**config.mk**
```make
export PLATFORM = sky130hd
export DESIGN_NAME = multicycleController
export DESIGN_NICKNAME = d
export VERILOG_FILES = /design/src/source/ctrlPkg.sv /design/src/source/opcodeDecoder.sv /design/src/source/fetchPort.sv /design/src/source/controlSequencer.sv /design/src/source/multicycleController.sv
export SDC_FILE = /design/constraint.sdc
export NUM_CORES = 1
export LEC_CHECK = 0
export ABC_AREA = 1
export BUFFER_PORTS_ARGS = -buffer_cell sky130_fd_sc_hd__buf_2
export CAP_MARGIN = 40
export CORE_MARGIN = 5
export CORE_UTILIZATION = 38
export DETAILED_ROUTE_END_ITERATION = 8
export PLACE_DENSITY_LB_ADDON = 0.1
export SYNTH_ARGS = -nofsm -noshare
export SYNTH_HDL_FRONTEND = slang
export SYNTH_SLANG_ARGS = --single-unit
```
**constraint.sdc**
```tcl
create_clock -name clk -period 5.5 [get_ports clk]
set_input_delay 1.1 -clock clk [delete_from_list [all_inputs] [get_ports clk]]
set_output_delay 1.1 -clock clk [all_outputs]
set_load 0.02 [all_outputs]
```
**src/source/ctrlPkg.sv**
```systemverilog
// Shared types and codes for the multicycle RISC-V control unit
// Mux and ALU encodings must match the external datapath
// Opcode set limited to load, store, R, I, JAL and BEQ
`default_nettype none

package ctrlPkg;

    typedef logic [6:0]  opcode_t;   // Major opcode, instr[6:0]
    typedef logic [2:0]  funct3_t;
    typedef logic [2:0]  aluOp_t;
    typedef logic [31:0] addr_t;     // Byte address, also the PC
    typedef logic [33:0] busWord_t;  // {cmd[1:0], flags[1:0], payload[29:0]}
    typedef logic [2:0]  credit_t;   // Up to 7 outstanding credits

    // Major opcodes
    localparam opcode_t OpLoad   = 7'b0000011;
    localparam opcode_t OpStore  = 7'b0100011;
    localparam opcode_t OpRType  = 7'b0110011;
    localparam opcode_t OpIType  = 7'b0010011;
    localparam opcode_t OpJal    = 7'b1101111;
    localparam opcode_t OpBranch = 7'b1100011;

    localparam aluOp_t AluAdd   = 3'b000;
    localparam aluOp_t AluSub   = 3'b001;
    localparam aluOp_t AluRType = 3'b010; // Datapath resolves op from funct3

    // ALU A input select
    localparam logic [1:0] SrcAPc    = 2'b00;
    localparam logic [1:0] SrcAOldPc = 2'b01;
    localparam logic [1:0] SrcAReg   = 2'b10;

    // ALU B input select
    localparam logic [1:0] SrcBReg  = 2'b00;
    localparam logic [1:0] SrcBImm  = 2'b01;
    localparam logic [1:0] SrcBFour = 2'b10;

    // Result bus select
    localparam logic [1:0] ResAluOut    = 2'b00;
    localparam logic [1:0] ResData      = 2'b01;
    localparam logic [1:0] ResAluResult = 2'b10;

    localparam logic [1:0] CmdSetAddr   = 2'b10;
    localparam logic [1:0] CmdRead      = 2'b00;
    localparam logic [1:0] CmdFlagsNone = 2'b00; // No increment, no write

    typedef enum logic [2:0] {
        ClsLoad,
        ClsStore,
        ClsRType,
        ClsIType,
        ClsJal,
        ClsBranch,
        ClsIllegal
    } instrClass_e;

    typedef enum logic [3:0] {
        SFetch,
        SDecode,
        SMemAddr,
        SMemRead,
        SMemWb,
        SMemWrite,
        SExecR,
        SExecI,
        SAluWb,
        SJal,
        SBeq,
        SError
    } seqState_e;

    // Fields of the instruction register seen by the controller
    typedef struct packed {
        opcode_t op;
        funct3_t funct3;
        logic    funct7b5;
    } instrFields_t;

    typedef struct packed {
        logic       pcWrite;
        logic       adrSrc;     // 0 PC, 1 ALUOut
        logic       memWrite;
        logic       irWrite;
        logic       regWrite;
        logic [1:0] resultSrc;
        aluOp_t     aluControl;
        logic [1:0] aluSrcA;
        logic [1:0] aluSrcB;
        logic [1:0] immSrc;     // Always I-format here
    } ctrlWord_t;

    typedef struct packed {
        logic     valid;
        busWord_t word;
    } busCmd_t;

endpackage

`default_nettype wire

```
**src/source/opcodeDecoder.sv**
```systemverilog
// Pure combinational opcode classifier, zero latency
// Unknown opcodes map to ClsIllegal, no partial decode
// ALU op is only meaningful in the execute states
`timescale 1ns/1ps
`default_nettype none

module opcodeDecoder
(
    input  wire ctrlPkg::instrFields_t instr,
    output ctrlPkg::instrClass_e       instrClass,
    output ctrlPkg::aluOp_t            execAluOp
);
    import ctrlPkg::*;

    logic isSub; // R-type subtract request

    // funct3 000 with funct7b5 set means sub
    assign isSub = (instr.funct3 == 3'b000) && instr.funct7b5;

    // Opcode to class
    always_comb
    begin
        case (instr.op)
            OpLoad:
            begin
                instrClass = ClsLoad;
            end
            OpStore:
            begin
                instrClass = ClsStore;
            end
            OpRType:
            begin
                instrClass = ClsRType;
            end
            OpIType:
            begin
                instrClass = ClsIType;
            end
            OpJal:
            begin
                instrClass = ClsJal;
            end
            OpBranch:
            begin
                instrClass = ClsBranch;
            end
            default:
            begin
                instrClass = ClsIllegal; // Sequencer traps on this
            end
        endcase
    end

    // ALU operation used by SExecR and SExecI
    always_comb
    begin
        case (instrClass)
            ClsIType:
            begin
                execAluOp = aluOp_t'(instr.funct3); // funct3 passes straight through
            end
            ClsRType:
            begin
                execAluOp = isSub ? AluSub : AluRType;
            end
            default:
            begin
                execAluOp = AluAdd;
            end
        endcase
    end

endmodule

`default_nettype wire

```
**src/source/fetchPort.sv**
```systemverilog
// Instruction fetch over the command bus, set-address then read
// A command goes out only while a credit is held
// Bus must answer each read exactly once, never in the issue cycle
// CmdCredits valid from 1 to 7
`timescale 1ns/1ps
`default_nettype none

module fetchPort
#(
    parameter int unsigned CmdCredits = 2
)
(
    input  wire logic           clk,
    input  wire logic           reset,
    input  wire logic           fetchStart,
    input  wire ctrlPkg::addr_t pc,
    input  wire logic           creditReturn,
    input  wire logic           rspValid,
    output ctrlPkg::busCmd_t    cmd,
    output logic                fetchDone
);
    import ctrlPkg::*;

    typedef enum logic [1:0] {
        Idle,
        Addr,
        Read,
        Wait
    } fetchState_e;

    fetchState_e state;
    fetchState_e nextState;
    credit_t     credits;
    logic        hasCredit;
    logic        sendCmd;   // One credit consumed this cycle

    assign hasCredit = (credits != '0);
    assign sendCmd   = hasCredit && ((state == Addr) || (state == Read));

    // Command word depends only on the phase
    always_comb
    begin
        cmd.valid = sendCmd;
        if (state == Read)
        begin
            cmd.word = {CmdRead, 32'b0};          // Payload ignored by the bus
        end
        else
        begin
            cmd.word = {CmdSetAddr, CmdFlagsNone, pc[29:0]};
        end
    end

    assign fetchDone = (state == Wait) && rspValid;

    always_comb
    begin
        nextState = state;
        case (state)
            Idle:
            begin
                if (fetchStart)
                begin
                    nextState = Addr;
                end
            end
            Addr:
            begin
                if (hasCredit)
                begin
                    nextState = Read;
                end
            end
            Read:
            begin
                if (hasCredit)
                begin
                    nextState = Wait;
                end
            end
            default:
            begin
                if (rspValid)
                begin
                    nextState = Idle;
                end
            end
        endcase
    end

    always_ff @(posedge clk or posedge reset)
    begin
        if (reset)
        begin
            state   <= Idle;
            credits <= credit_t'(CmdCredits); // Full pool after reset
        end
        else
        begin
            state   <= nextState;
            // Send and return in one cycle cancel out
            credits <= credits - credit_t'(sendCmd) + credit_t'(creditReturn);
        end
    end

endmodule

`default_nettype wire

```
**src/source/controlSequencer.sv**
```systemverilog
// Moore sequencer of the multicycle control unit
// Outputs decode the state only, except pcWrite in SFetch and SBeq
// SError is sticky until reset
`timescale 1ns/1ps
`default_nettype none

module controlSequencer
(
    input  wire logic                 clk,
    input  wire logic                 reset,
    input  wire ctrlPkg::instrClass_e instrClass,
    input  wire ctrlPkg::aluOp_t      execAluOp,
    input  wire logic                 zero,
    input  wire logic                 fetchDone,
    output logic                      fetchStart,
    output ctrlPkg::ctrlWord_t        ctrl,
    output logic                      fault
);
    import ctrlPkg::*;

    seqState_e state;
    seqState_e nextState;
    logic      fetchEntry; // First cycle of SFetch

    always_comb
    begin
        nextState = state;
        case (state)
            SFetch:
            begin
                if (fetchDone)
                begin
                    nextState = SDecode; // IR loads on this same edge
                end
            end
            SDecode:
            begin
                case (instrClass)
                    ClsLoad, ClsStore: nextState = SMemAddr;
                    ClsRType:          nextState = SExecR;
                    ClsIType:          nextState = SExecI;
                    ClsJal:            nextState = SJal;
                    ClsBranch:         nextState = SBeq;
                    default:           nextState = SError;
                endcase
            end
            SMemAddr:
            begin
                if (instrClass == ClsLoad)
                begin
                    nextState = SMemRead;
                end
                else if (instrClass == ClsStore)
                begin
                    nextState = SMemWrite;
                end
                else
                begin
                    nextState = SError; // IR changed underneath, trap
                end
            end
            SMemRead:                 nextState = SMemWb;
            SExecR, SExecI, SJal:     nextState = SAluWb;
            SMemWb, SMemWrite, SAluWb, SBeq: nextState = SFetch;
            default:                  nextState = SError; // Includes SError itself
        endcase
    end

    always_ff @(posedge clk or posedge reset)
    begin
        if (reset)
        begin
            state      <= SFetch;
            fetchEntry <= 1'b1; // Kick the first fetch straight away
        end
        else
        begin
            state      <= nextState;
            fetchEntry <= (nextState == SFetch) && (state != SFetch);
        end
    end

    assign fetchStart = fetchEntry;
    assign fault      = (state == SError);

    // Control word per state, unlisted fields stay zero
    always_comb
    begin
        ctrl = '0;
        case (state)
            SFetch:
            begin
                ctrl.irWrite    = 1'b1;
                ctrl.aluSrcA    = SrcAPc;       // PC + 4
                ctrl.aluSrcB    = SrcBFour;
                ctrl.aluControl = AluAdd;
                ctrl.resultSrc  = ResAluResult;
                ctrl.pcWrite    = fetchDone;    // Advance PC once the word is in
            end
            SDecode:
            begin
                ctrl.aluSrcA = SrcAOldPc;  // Branch target precompute
                ctrl.aluSrcB = SrcBImm;
            end
            SMemAddr:
            begin
                ctrl.aluSrcA = SrcAReg;
                ctrl.aluSrcB = SrcBImm;
            end
            SMemRead:
            begin
                ctrl.adrSrc = 1'b1;
            end
            SMemWb:
            begin
                ctrl.resultSrc = ResData;
                ctrl.regWrite  = 1'b1;
            end
            SMemWrite:
            begin
                ctrl.adrSrc   = 1'b1;
                ctrl.memWrite = 1'b1;
            end
            SExecR:
            begin
                ctrl.aluSrcA    = SrcAReg;
                ctrl.aluSrcB    = SrcBReg;
                ctrl.aluControl = execAluOp;
            end
            SExecI:
            begin
                ctrl.aluSrcA    = SrcAReg;
                ctrl.aluSrcB    = SrcBImm;
                ctrl.aluControl = execAluOp;
            end
            SAluWb:
            begin
                ctrl.resultSrc = ResAluOut;
                ctrl.regWrite  = 1'b1;
            end
            SJal:
            begin
                ctrl.aluSrcA = SrcAOldPc; // Link value, target already in ALUOut
                ctrl.aluSrcB = SrcBFour;
                ctrl.pcWrite = 1'b1;
            end
            SBeq:
            begin
                ctrl.aluSrcA    = SrcAReg;
                ctrl.aluSrcB    = SrcBReg;
                ctrl.aluControl = AluSub;
                ctrl.pcWrite    = zero;     // Taken only when rs1 == rs2
            end
            default:
            begin
                ctrl = '0; // SError, datapath frozen
            end
        endcase
    end

endmodule

`default_nettype wire

```
**src/source/multicycleController.sv**
```systemverilog
// Control unit of a multicycle RISC-V core, datapath is external
// rspWord is consumed by the datapath IR, not by this block
// CmdCredits must equal the bus credit pool, 1 to 7
`timescale 1ns/1ps
`default_nettype none

module multicycleController
#(
    parameter int unsigned CmdCredits = 2
)
(
    input  wire logic                  clk,
    input  wire logic                  reset,
    input  wire ctrlPkg::instrFields_t instr,
    input  wire logic                  zero,
    input  wire ctrlPkg::addr_t        pc,
    input  wire logic                  creditReturn,
    input  wire logic                  rspValid,
    input  wire ctrlPkg::busWord_t     rspWord,      // Routed to the IR outside
    output ctrlPkg::busCmd_t           cmd,
    output ctrlPkg::ctrlWord_t         ctrl,
    output logic                       fault
);
    import ctrlPkg::*;

    instrClass_e instrClass;
    aluOp_t      execAluOp;
    logic        fetchStart;
    logic        fetchDone;

    opcodeDecoder decoder
    (
        .instr      (instr),
        .instrClass (instrClass),
        .execAluOp  (execAluOp)
    );

    fetchPort #(
        .CmdCredits (CmdCredits)
    ) fetcher (
        .clk          (clk),
        .reset        (reset),
        .fetchStart   (fetchStart),
        .pc           (pc),
        .creditReturn (creditReturn),
        .rspValid     (rspValid),
        .cmd          (cmd),
        .fetchDone    (fetchDone)
    );

    controlSequencer sequencer
    (
        .clk        (clk),
        .reset      (reset),
        .instrClass (instrClass),
        .execAluOp  (execAluOp),
        .zero       (zero),
        .fetchDone  (fetchDone),
        .fetchStart (fetchStart),
        .ctrl       (ctrl),
        .fault      (fault)
    );

endmodule

`default_nettype wire

```
---- Word-level counts from Yosys, hierarchy flattened ----
Cells that the tools add are included.
storage, ports and cells
  bits in registers ....................... 10
  output and inout bits ................... 52
  word-level logic and storage cells ...... 78
  input port bits ......................... 82
cells by class
  equal/unequal tests ..................... 28
  mux-type cells .......................... 22
  $add $sub $neg .......................... 2
  reduce and logical (&&, ||, !) cells .... 22
operators by type and width
  operator                                                                count
  4-bit one-hot mux with 5 select lines                                   2
  34-bit two-way mux                                                      1
  4-bit one-hot mux with 6 select lines                                   1
  3-bit one-hot mux with 6 select lines                                   1
  4-bit by 3-bit equality test with 1-bit output (second input constant)  4
  4-bit equality test (second input constant)                             4
  7-bit by 6-bit equality test with 1-bit output (second input constant)  2
  7-bit equality test (second input constant)                             2
  4-bit two-way mux                                                       3
  3-bit one-hot mux with 2 select lines                                   2
  2-bit OR reduction                                                      6
  2-bit two-way mux                                                       5
  4-bit by 2-bit equality test with 1-bit output (second input constant)  2
  4-bit zero test                                                         2
  4-bit nonzero test                                                      2
  7-bit by 2-bit equality test with 1-bit output (second input constant)  1
  7-bit by 5-bit equality test with 1-bit output (second input constant)  1
  3-bit by 2-bit equality test with 1-bit output (second input constant)  2
  3-bit equality test (second input constant)                             2
  3-bit zero test                                                         2
  2-bit by 1-bit != test with 1-bit output (second input constant)        3
  2-bit one-hot mux with 3 select lines                                   1
  2-bit equality test (second input constant)                             2
  4-bit by 1-bit equality test with 1-bit output (second input constant)  1
  14 further kinds                                                        20

---- Longest topological paths before layout ----
Gate-level depths: netlist (run 1).
  word-level depth ........................ 8
  gate-level depth with buffers ........... 12
  depth with buffers taken out ............ 12

---- By module ----
A second synthesis (run 1) with hierarchy kept.
second synthesis, totals
  cells, all modules ...................... 230
  area total of the unflattened synthesis .. 1290.0 sq um
by module, submodules not included
  module            area an instance (sq um)  instances  cells each
  fetchPort         633.1                     1          111
  controlSequencer  460.4                     1          83
  opcodeDecoder     196.4                     1          36

---- Least setup slack after synthesis (run 1) ----
Ideal clock, no wire load.
  path kind ............................... input port to output port
  start point ............................. in instr[6] (netlist name)
  end point ............................... out ctrl[7] (netlist name)
  slack ................................... 2.101 ns
  buffers on the path ..................... 0
  data required time ...................... 4.400 ns
  arrival time ............................ 2.299 ns
  cell stages on the path ................. 9
  path through ............................ inv_2 nand2_4 nor2_4 nand3_2 ha_1 nand2_2 nor3b_2 nand2_1 a21oi_1
RTL lines
  what                RTL line                    source
  start: declaration  multicycleController.sv:14  input wire ctrlPkg::instrFields_t instr,
  end: declaration    multicycleController.sv:21  output ctrlPkg::ctrlWord_t ctrl,

==> results of run 1 <==
==> per-stage QoR <==
step,cells,setup WS (ns),hold WS (ns)
floorplan,222,2.101,0.5027
global placement,349,1.809,0.5514
detailed placement,350,1.832,0.5393
CTS,354,1.821,0.5559
global route,354,1.660,0.6360
finish,354,1.824,0.5543
==> registers in the layout, summed over array words and instances, names as in the netlist <==
register / cells
sequencer.state: 4
fetcher.credits: 3
fetcher.state: 2
sequencer.fetchStart: 1
==> cell usage in the layout, fill, tap and decap left out <==
cell,netlist,layout
nor3_1,4,4
buf_8,0,1
xnor2_1,2,2
nor3b_2,1,1
inv_2,4,4
nand2_2,7,7
a21oi_2,1,1
nor3_2,2,2
nor2_2,3,3
inv_1,56,56
o21ai_0,4,4
fa_1,1,1
nand2_4,2,2
nor2_4,1,1
nor2_1,47,47
dfrtp_1,8,8
a211o_1,1,1
ha_1,8,8
clkbuf_8,0,1
buf_2,0,92
clkbuf_4,0,3
nand3b_1,1,1
nand3_2,1,1
conb_1,1,5
nand2_1,28,28
a21oi_1,6,6
and3_2,1,1
dfstp_2,2,2
o211ai_1,1,1
nand3_1,13,13
o21ai_1,1,1
==> power breakdown <==
part	switching [uW]	internal (uW)
clock	25.8	40.2
combinational	399	224
sequential	35.7	118
==> layer usage <==
layer  part of all wire (%)  global-route usage, %  routed length (microns)  vias to the layer above
met5                      0                      0                        0                        -
li1                       -                      -                        -                      805
met1                     42                  16.55                     1369                      579
met4                   0.58                  2.978                       19                        0
met3                    9.2                  3.777                      301                        4
met2                     48                  23.35                     1586                       44
==> cells by family after synthesis <==
kind of cell,synth area share [%]
buffers and inverters,22.74
DFF,19.63
adders and majority gates,9.330
xor gates and xnor gates,1.361
AOI/OAI and AO/OA,6.220
other,0.2913
and+or+nand+nor,40.43
==> worst max-delay path by stage <==
stage | cells past startpoint | to | start | slack (ns)
floorplan | 9 | ctrl[7] | instr[6] | 2.10
global placement | 13 | ctrl[6] | instr[8] | 1.81
detailed placement | 13 | ctrl[6] | instr[6] | 1.83
CTS | 13 | ctrl[6] | instr[6] | 1.82
global route | 13 | ctrl[6] | instr[7] | 1.66
finish | 13 | ctrl[6] | instr[8] | 1.82
==> cell usage after synthesis (all sizes together) (2+ instances only) <==
| master | instances |
|---|---|
| nor2 | 51 |
| dfstp | 2 |
| inv | 60 |
| xnor2 | 2 |
| dfrtp | 8 |
| buf | 7 |
| clkbuf | 4 |
| nand3 | 14 |
| nand2 | 37 |
| nor3 | 6 |
| o21ai | 5 |
| a21oi | 7 |
| ha | 8 |
==> tightest hold or removal path, stage by stage (launching register included) <==
cell	delay (ns)
dfrtp_1	0.40
nand2_1	0.06
o21ai_0	0.06
==> area by class of cell <==
type	count	area (sq um)	share of cell area, %
clock buffer	4	36.28	2.011
tap	46	57.56	3.190
timing repair buffer	93	475.5	26.35
multi-input combinational	141	757.0	41.96
sequential	10	252.7	14.01
inverter	60	225.2	12.48
==> metrics.txt, run 1 <==
Setup TNS Final 0 ns; Final GP Congestion 0.7280; layout cells sized above 1 roughly two fifths; # rows 21; worst r2r src fetcher.state[0]; area of the mapped netlist 0.001287 sq mm; Final Cell Area 0.001804 sq mm; min-delay src fetcher.state[1]; asr flop ratio synth 100.0%; # Post-CTS Setup Buffers 0; P_leak between 0.001 and 0.0015 uW; yosys synthesis warning count 0; Setup Viol. Count Final 0; top cells by area, synth inv_1, dfrtp_1, nor2_1, nand2_1, ha_1; Hold Buf Count CTS 0; critical path class in -> out; port bufs 92; P&R area growth vs syn 40.14%; Layout Skew between 0.0005 and 0.0006 ns; antenna violations before repair 0; peak supply drop 295.8 uV; wire length per cell 9.257 microns; htree depth 1; first-pass GRT wire length 4.885 mm; DRC Markers 0; sequential area share after synthesis 19.63%; Cells after Synth 218; Mean Syn Cell Area 5.906 sq um; number of synthesized flops with an enable pin 0; Clock Tree Root clkbuf_4; Distinct cells, synth 29; RR Endpoint fetcher.credits[2]; core area 0.003311 sq mm; Synth top area share 16.33%; Die H 68.21 microns; final net count 400; PnR Total Power around 840 uW; # resized after CTS 0; placed cell area 0.001768 sq mm; ANT cells 0; die width 68.21 microns; Worst path top cell family by delay simple AND/OR/NAND/NOR gates; min Tclk post-route 3.676 ns; Achievable Freq 272.0 MHz; vias per cell 4.045; Ports approximately 130; CP required 4.40 ns; reg2reg setup slack 3.45 ns; outcome completed; Crit path buffers/inverters 3; largest net degree at the start of global routing 21; Worst EP arrival 2.58 ns; gr ovfl total 0; #FFs+latches synth 10; Setup crit end kind output port; Antenna Violating Nets Remaining 0; first-pass detailed-route iteration total 4; Starting Density 38.89%; slowest stage delay, CP 0.22 ns; clock sinks 10; vias 1432; Hold EP fetcher.state[1]; largest area contributor in the synthesized netlist inv_1; DRT Wirelength 3.277 mm; Filler Cells Inserted 360; final hold violation count 0; HP Class reg -> reg; RSZ-0062 raised after global routing false; TritonCTS clock tree yes; pwr dens 467.1 mW/mm^2; clk buf depth 2; Worst Hold Path Cells 2; Max Cap Viol 0; TritonCTS Buffers 3; die area 0.004652 sq mm; crit-path cells buf_2 -> inv_2 -> nand2_2 -> nor2_2 -> nand2_4 -> ha_1 -> nand2_2 -> nor3b_2 -> nand2_1 -> o21ai_1 -> nand3_1 -> nand2_1 -> buf_2; clk_lat worst skew 0.27 ns; vias in the first global route 1173; Tot GR Track Use 13.51%; Top FF cell, synth dfrtp_1; period utilization 66.84%; DP HPWL 2.830 mm; final core occ 54.50%; Startpoint Class primary input; CP max-delay cell nor3b_2; Iter 0 DRT Violations 68; cells on worst reg2reg path 10; Final Slew Violations 0; clk slew on worst S/H paths 0.06 ns; CP max FO 5
Note: power is estimated with default switching activity, not from simulation.
==> run 2, diff against run 1 <==
Settings changed: ABC_AREA 1 to 0, CORE_UTILIZATION 38 to 37.
Clock period 5.5 ns to 3.4 ns, I/O delays scaled along.
==> metrics.txt, run 2 <==
Die H 71.54 microns (+4.9%); Setup Viol. Count Final 0 (unchanged); leading cell type in the layout, fill and taps excluded buf_2; P&R area growth vs syn 33.93%; antenna violations before repair 0 (unchanged); min Tclk post-route 3.054 ns; Cells after Synth 185 (-15%); Iter 0 DRT Violations 36 (-47%); vias in the first global route 1327 (+13%); clk_lat worst skew 0.23 ns (-0.04 ns); final hold violation count 0 (unchanged); largest area contributor in the synthesized netlist nor2b_1; critical path class in -> out; worst r2r src fetcher.state[0]; TritonCTS clock tree yes; sequential area share after synthesis 18.04% (-1.6 points); Setup TNS Final 0 ns (unchanged); core area 0.003661 sq mm (+11%); Worst EP arrival 2.37 ns (-0.21 ns); top cells by area, synth nor2b_1, dfrtp_1, ha_1, nand2_1, buf_4; Final Slew Violations 0 (unchanged); Setup crit end kind output port; Starting Density 38.28% (-0.61 points); yosys synthesis warning count 0 (unchanged); # Post-CTS Setup Buffers 0 (unchanged); ANT cells 0 (unchanged); die width 71.54 microns (+4.9%); Top FF cell, synth dfrtp_1; Layout Skew 0.003313 ns (+0.002740 ns); most frequent cells in the layout buf_2, nor2b_1, nand2_1, nor2_1, inv_1; most frequent cell after synthesis nor2b_1; period utilization between 80% and 90%; CP required 2.72 ns (-1.68 ns); TritonCTS Buffers 3 (unchanged); first-pass GRT wire length 6.127 mm (+25%); peak supply drop 117.4 uV (-60%); htree depth 1 (unchanged); asr flop ratio synth 100.0% (unchanged); HP Class in -> async; P_leak 0.0009617 uW (-20%); Max Cap Viol 0 (unchanged); dpl cells 311 (-11%); Synth top area share 15.63% (-0.70 points); cells on worst reg2reg path 10 (unchanged); reg2reg setup slack 1.14 ns (-2.31 ns); Final GP Congestion 0.7702 (+5.8%); #FFs+latches synth 10 (unchanged); number of synthesized flops with an enable pin 0 (unchanged); gr ovfl total 0 (unchanged); outcome completed; port bufs 92 (unchanged); Startpoint Class primary input; DP HPWL 3.246 mm (+15%); Achievable Freq 327.4 MHz; # resized after CTS 0 (unchanged); top flop regs sequencer.state: 4 flops, fetcher.credits: 3 flops, fetcher.state: 2 flops; first-pass detailed-route iteration total 4 (unchanged); Tot GR Track Use 14.39% (+0.89 points); Final Non-Filler Cells 314 (-11%); area of the mapped netlist 0.001401 sq mm (+8.8%); die area 0.005118 sq mm (+10%); CP max FO 7 (+2); Clock Tree Root clkbuf_8; wire length per cell 12.37 microns (+34%); # rows 22 (+4.8%); layout cells sized above 1 40.23% (+0.62 points); vias 1493 (+4.3%); DRC Markers 0 (unchanged); Top reg by flops sequencer.state; largest net degree at the start of global routing 24 (+14%); clk slew on worst S/H paths 0.04 ns (-0.02 ns); vias per cell 4.755 (+18%); RSZ-0062 raised after global routing false; Largest register FFs 4 (unchanged); RR Endpoint fetcher.credits[2]; Mean Syn Cell Area 7.575 sq um (+28%); Distinct cells, synth 50 (+72%); most frequent cells after synthesis nor2b_1, nand2_1, nor2_1, inv_1; slew margin rel. 55.65%; Antenna Violating Nets Remaining 0 (unchanged); final net count 359 (-10%); Ports 134 (unchanged); clock sinks 10 (unchanged); clk buf depth 2 (unchanged); Hold Buf Count CTS 0 (unchanged); worst slew pin tran 0.6653 ns; pwr dens 238.3 mW/mm^2 (-49%); DRT Wirelength 3.883 mm (+18%)
run 2: changes by cell type in the layout (fill, tap and decap cells not counted), moves of 6 or more:
| cell | before | now |
|---|---|---|
| nand2_1 | 28 | 17 |
| nor2b_1 | 0 | 35 |
| nand3_1 | 13 | 4 |
| nand2_2 | 7 | 0 |
| nor3b_1 | 0 | 6 |
| inv_1 | 56 | 10 |
| nor2_1 | 47 | 13 |
run 2: cell families (layout without fill, tap and decap cells):
logic type	after synthesis	in the layout	share of synthesized area (%)
simple gates	97	97	41.07
other cells	1	5	0.2676
buf+inv	30	107	10.71
mux	2	2	2.321
xor+xnor	6	6	3.750
fa+ha+maj	9	9	8.572
flops	10	10	18.04
compound gates	30	30	15.27
run 2: worst max-delay path by stage:
| stage | startpoint | to | slack, ns |
|---|---|---|---|
| 6_report | instr[6] | ctrl[7] | 0.35 |
| 3_3_place_gp | instr[6] | ctrl[7] | 0.36 |
| 2_1_floorplan | instr[6] | ctrl[8] | 0.45 |
| 3_5_place_dp | instr[6] | ctrl[7] | 0.34 |
| 4_1_cts | instr[6] | ctrl[7] | 0.32 |
| 5_1_grt | instr[6] | ctrl[8] | 0.19 |
run 2: per-layer routing:
layer | track usage (%) | wire (microns) | vias to the layer above
met5 | 0 | 0 | -
met4 | 5.010 | 27 | 0
met3 | 1.543 | 240 | 2
met2 | 26.84 | 2038 | 52
met1 | 16.84 | 1577 | 664
li1 | - | - | 775
run 2: where the power goes:
| group | internal, uW | switching [uW] | leakage (uW) |
|---|---|---|---|
| clock network | 76.8 | 38.4 | 0.0000216 |
| registers | 145 | 14.4 | 0.000112 |
| logic | 81.7 | 91.3 | 0.000828 |
run 2: layout make-up:
cell class | instances | area [sq um]
multi-input combinational | 149 | 1013
inverter | 11 | 41.29
sequential | 10 | 252.7
clock buffer | 3 | 41.29
fill | 383 | 1784
tap | 48 | 60.06
timing repair buffer | 93 | 467.9
run 2: through the flow:
| step | power (uW) | hold WS, ns | utilization [%] | setup WS [ns] | area [sq um] |
|---|---|---|---|---|---|
| after floorplan | 278.3 | 0.5165 | - | 0.4466 | 1416 |
| after global placement | 334.4 | 0.5464 | 50.14 | 0.3612 | 1836 |
| after detailed placement | 337.6 | 0.5439 | 50.14 | 0.3357 | 1836 |
| after CTS | 458.1 | 0.4148 | 51.26 | 0.3208 | 1877 |
| after global routing | 488.8 | 0.4396 | 51.26 | 0.1898 | 1877 |
| final | 447.2 | 0.4083 | 51.26 | 0.3461 | 1877 |
run 2: critical path, stage by stage:
cell       delay, ns
buf_2           0.12
nand4bb_4       0.25
nor3b_2         0.25
inv_2           0.07
ha_1            0.27
nor3_2          0.22
nand2_1         0.09
nor3_1          0.22
buf_2           0.19
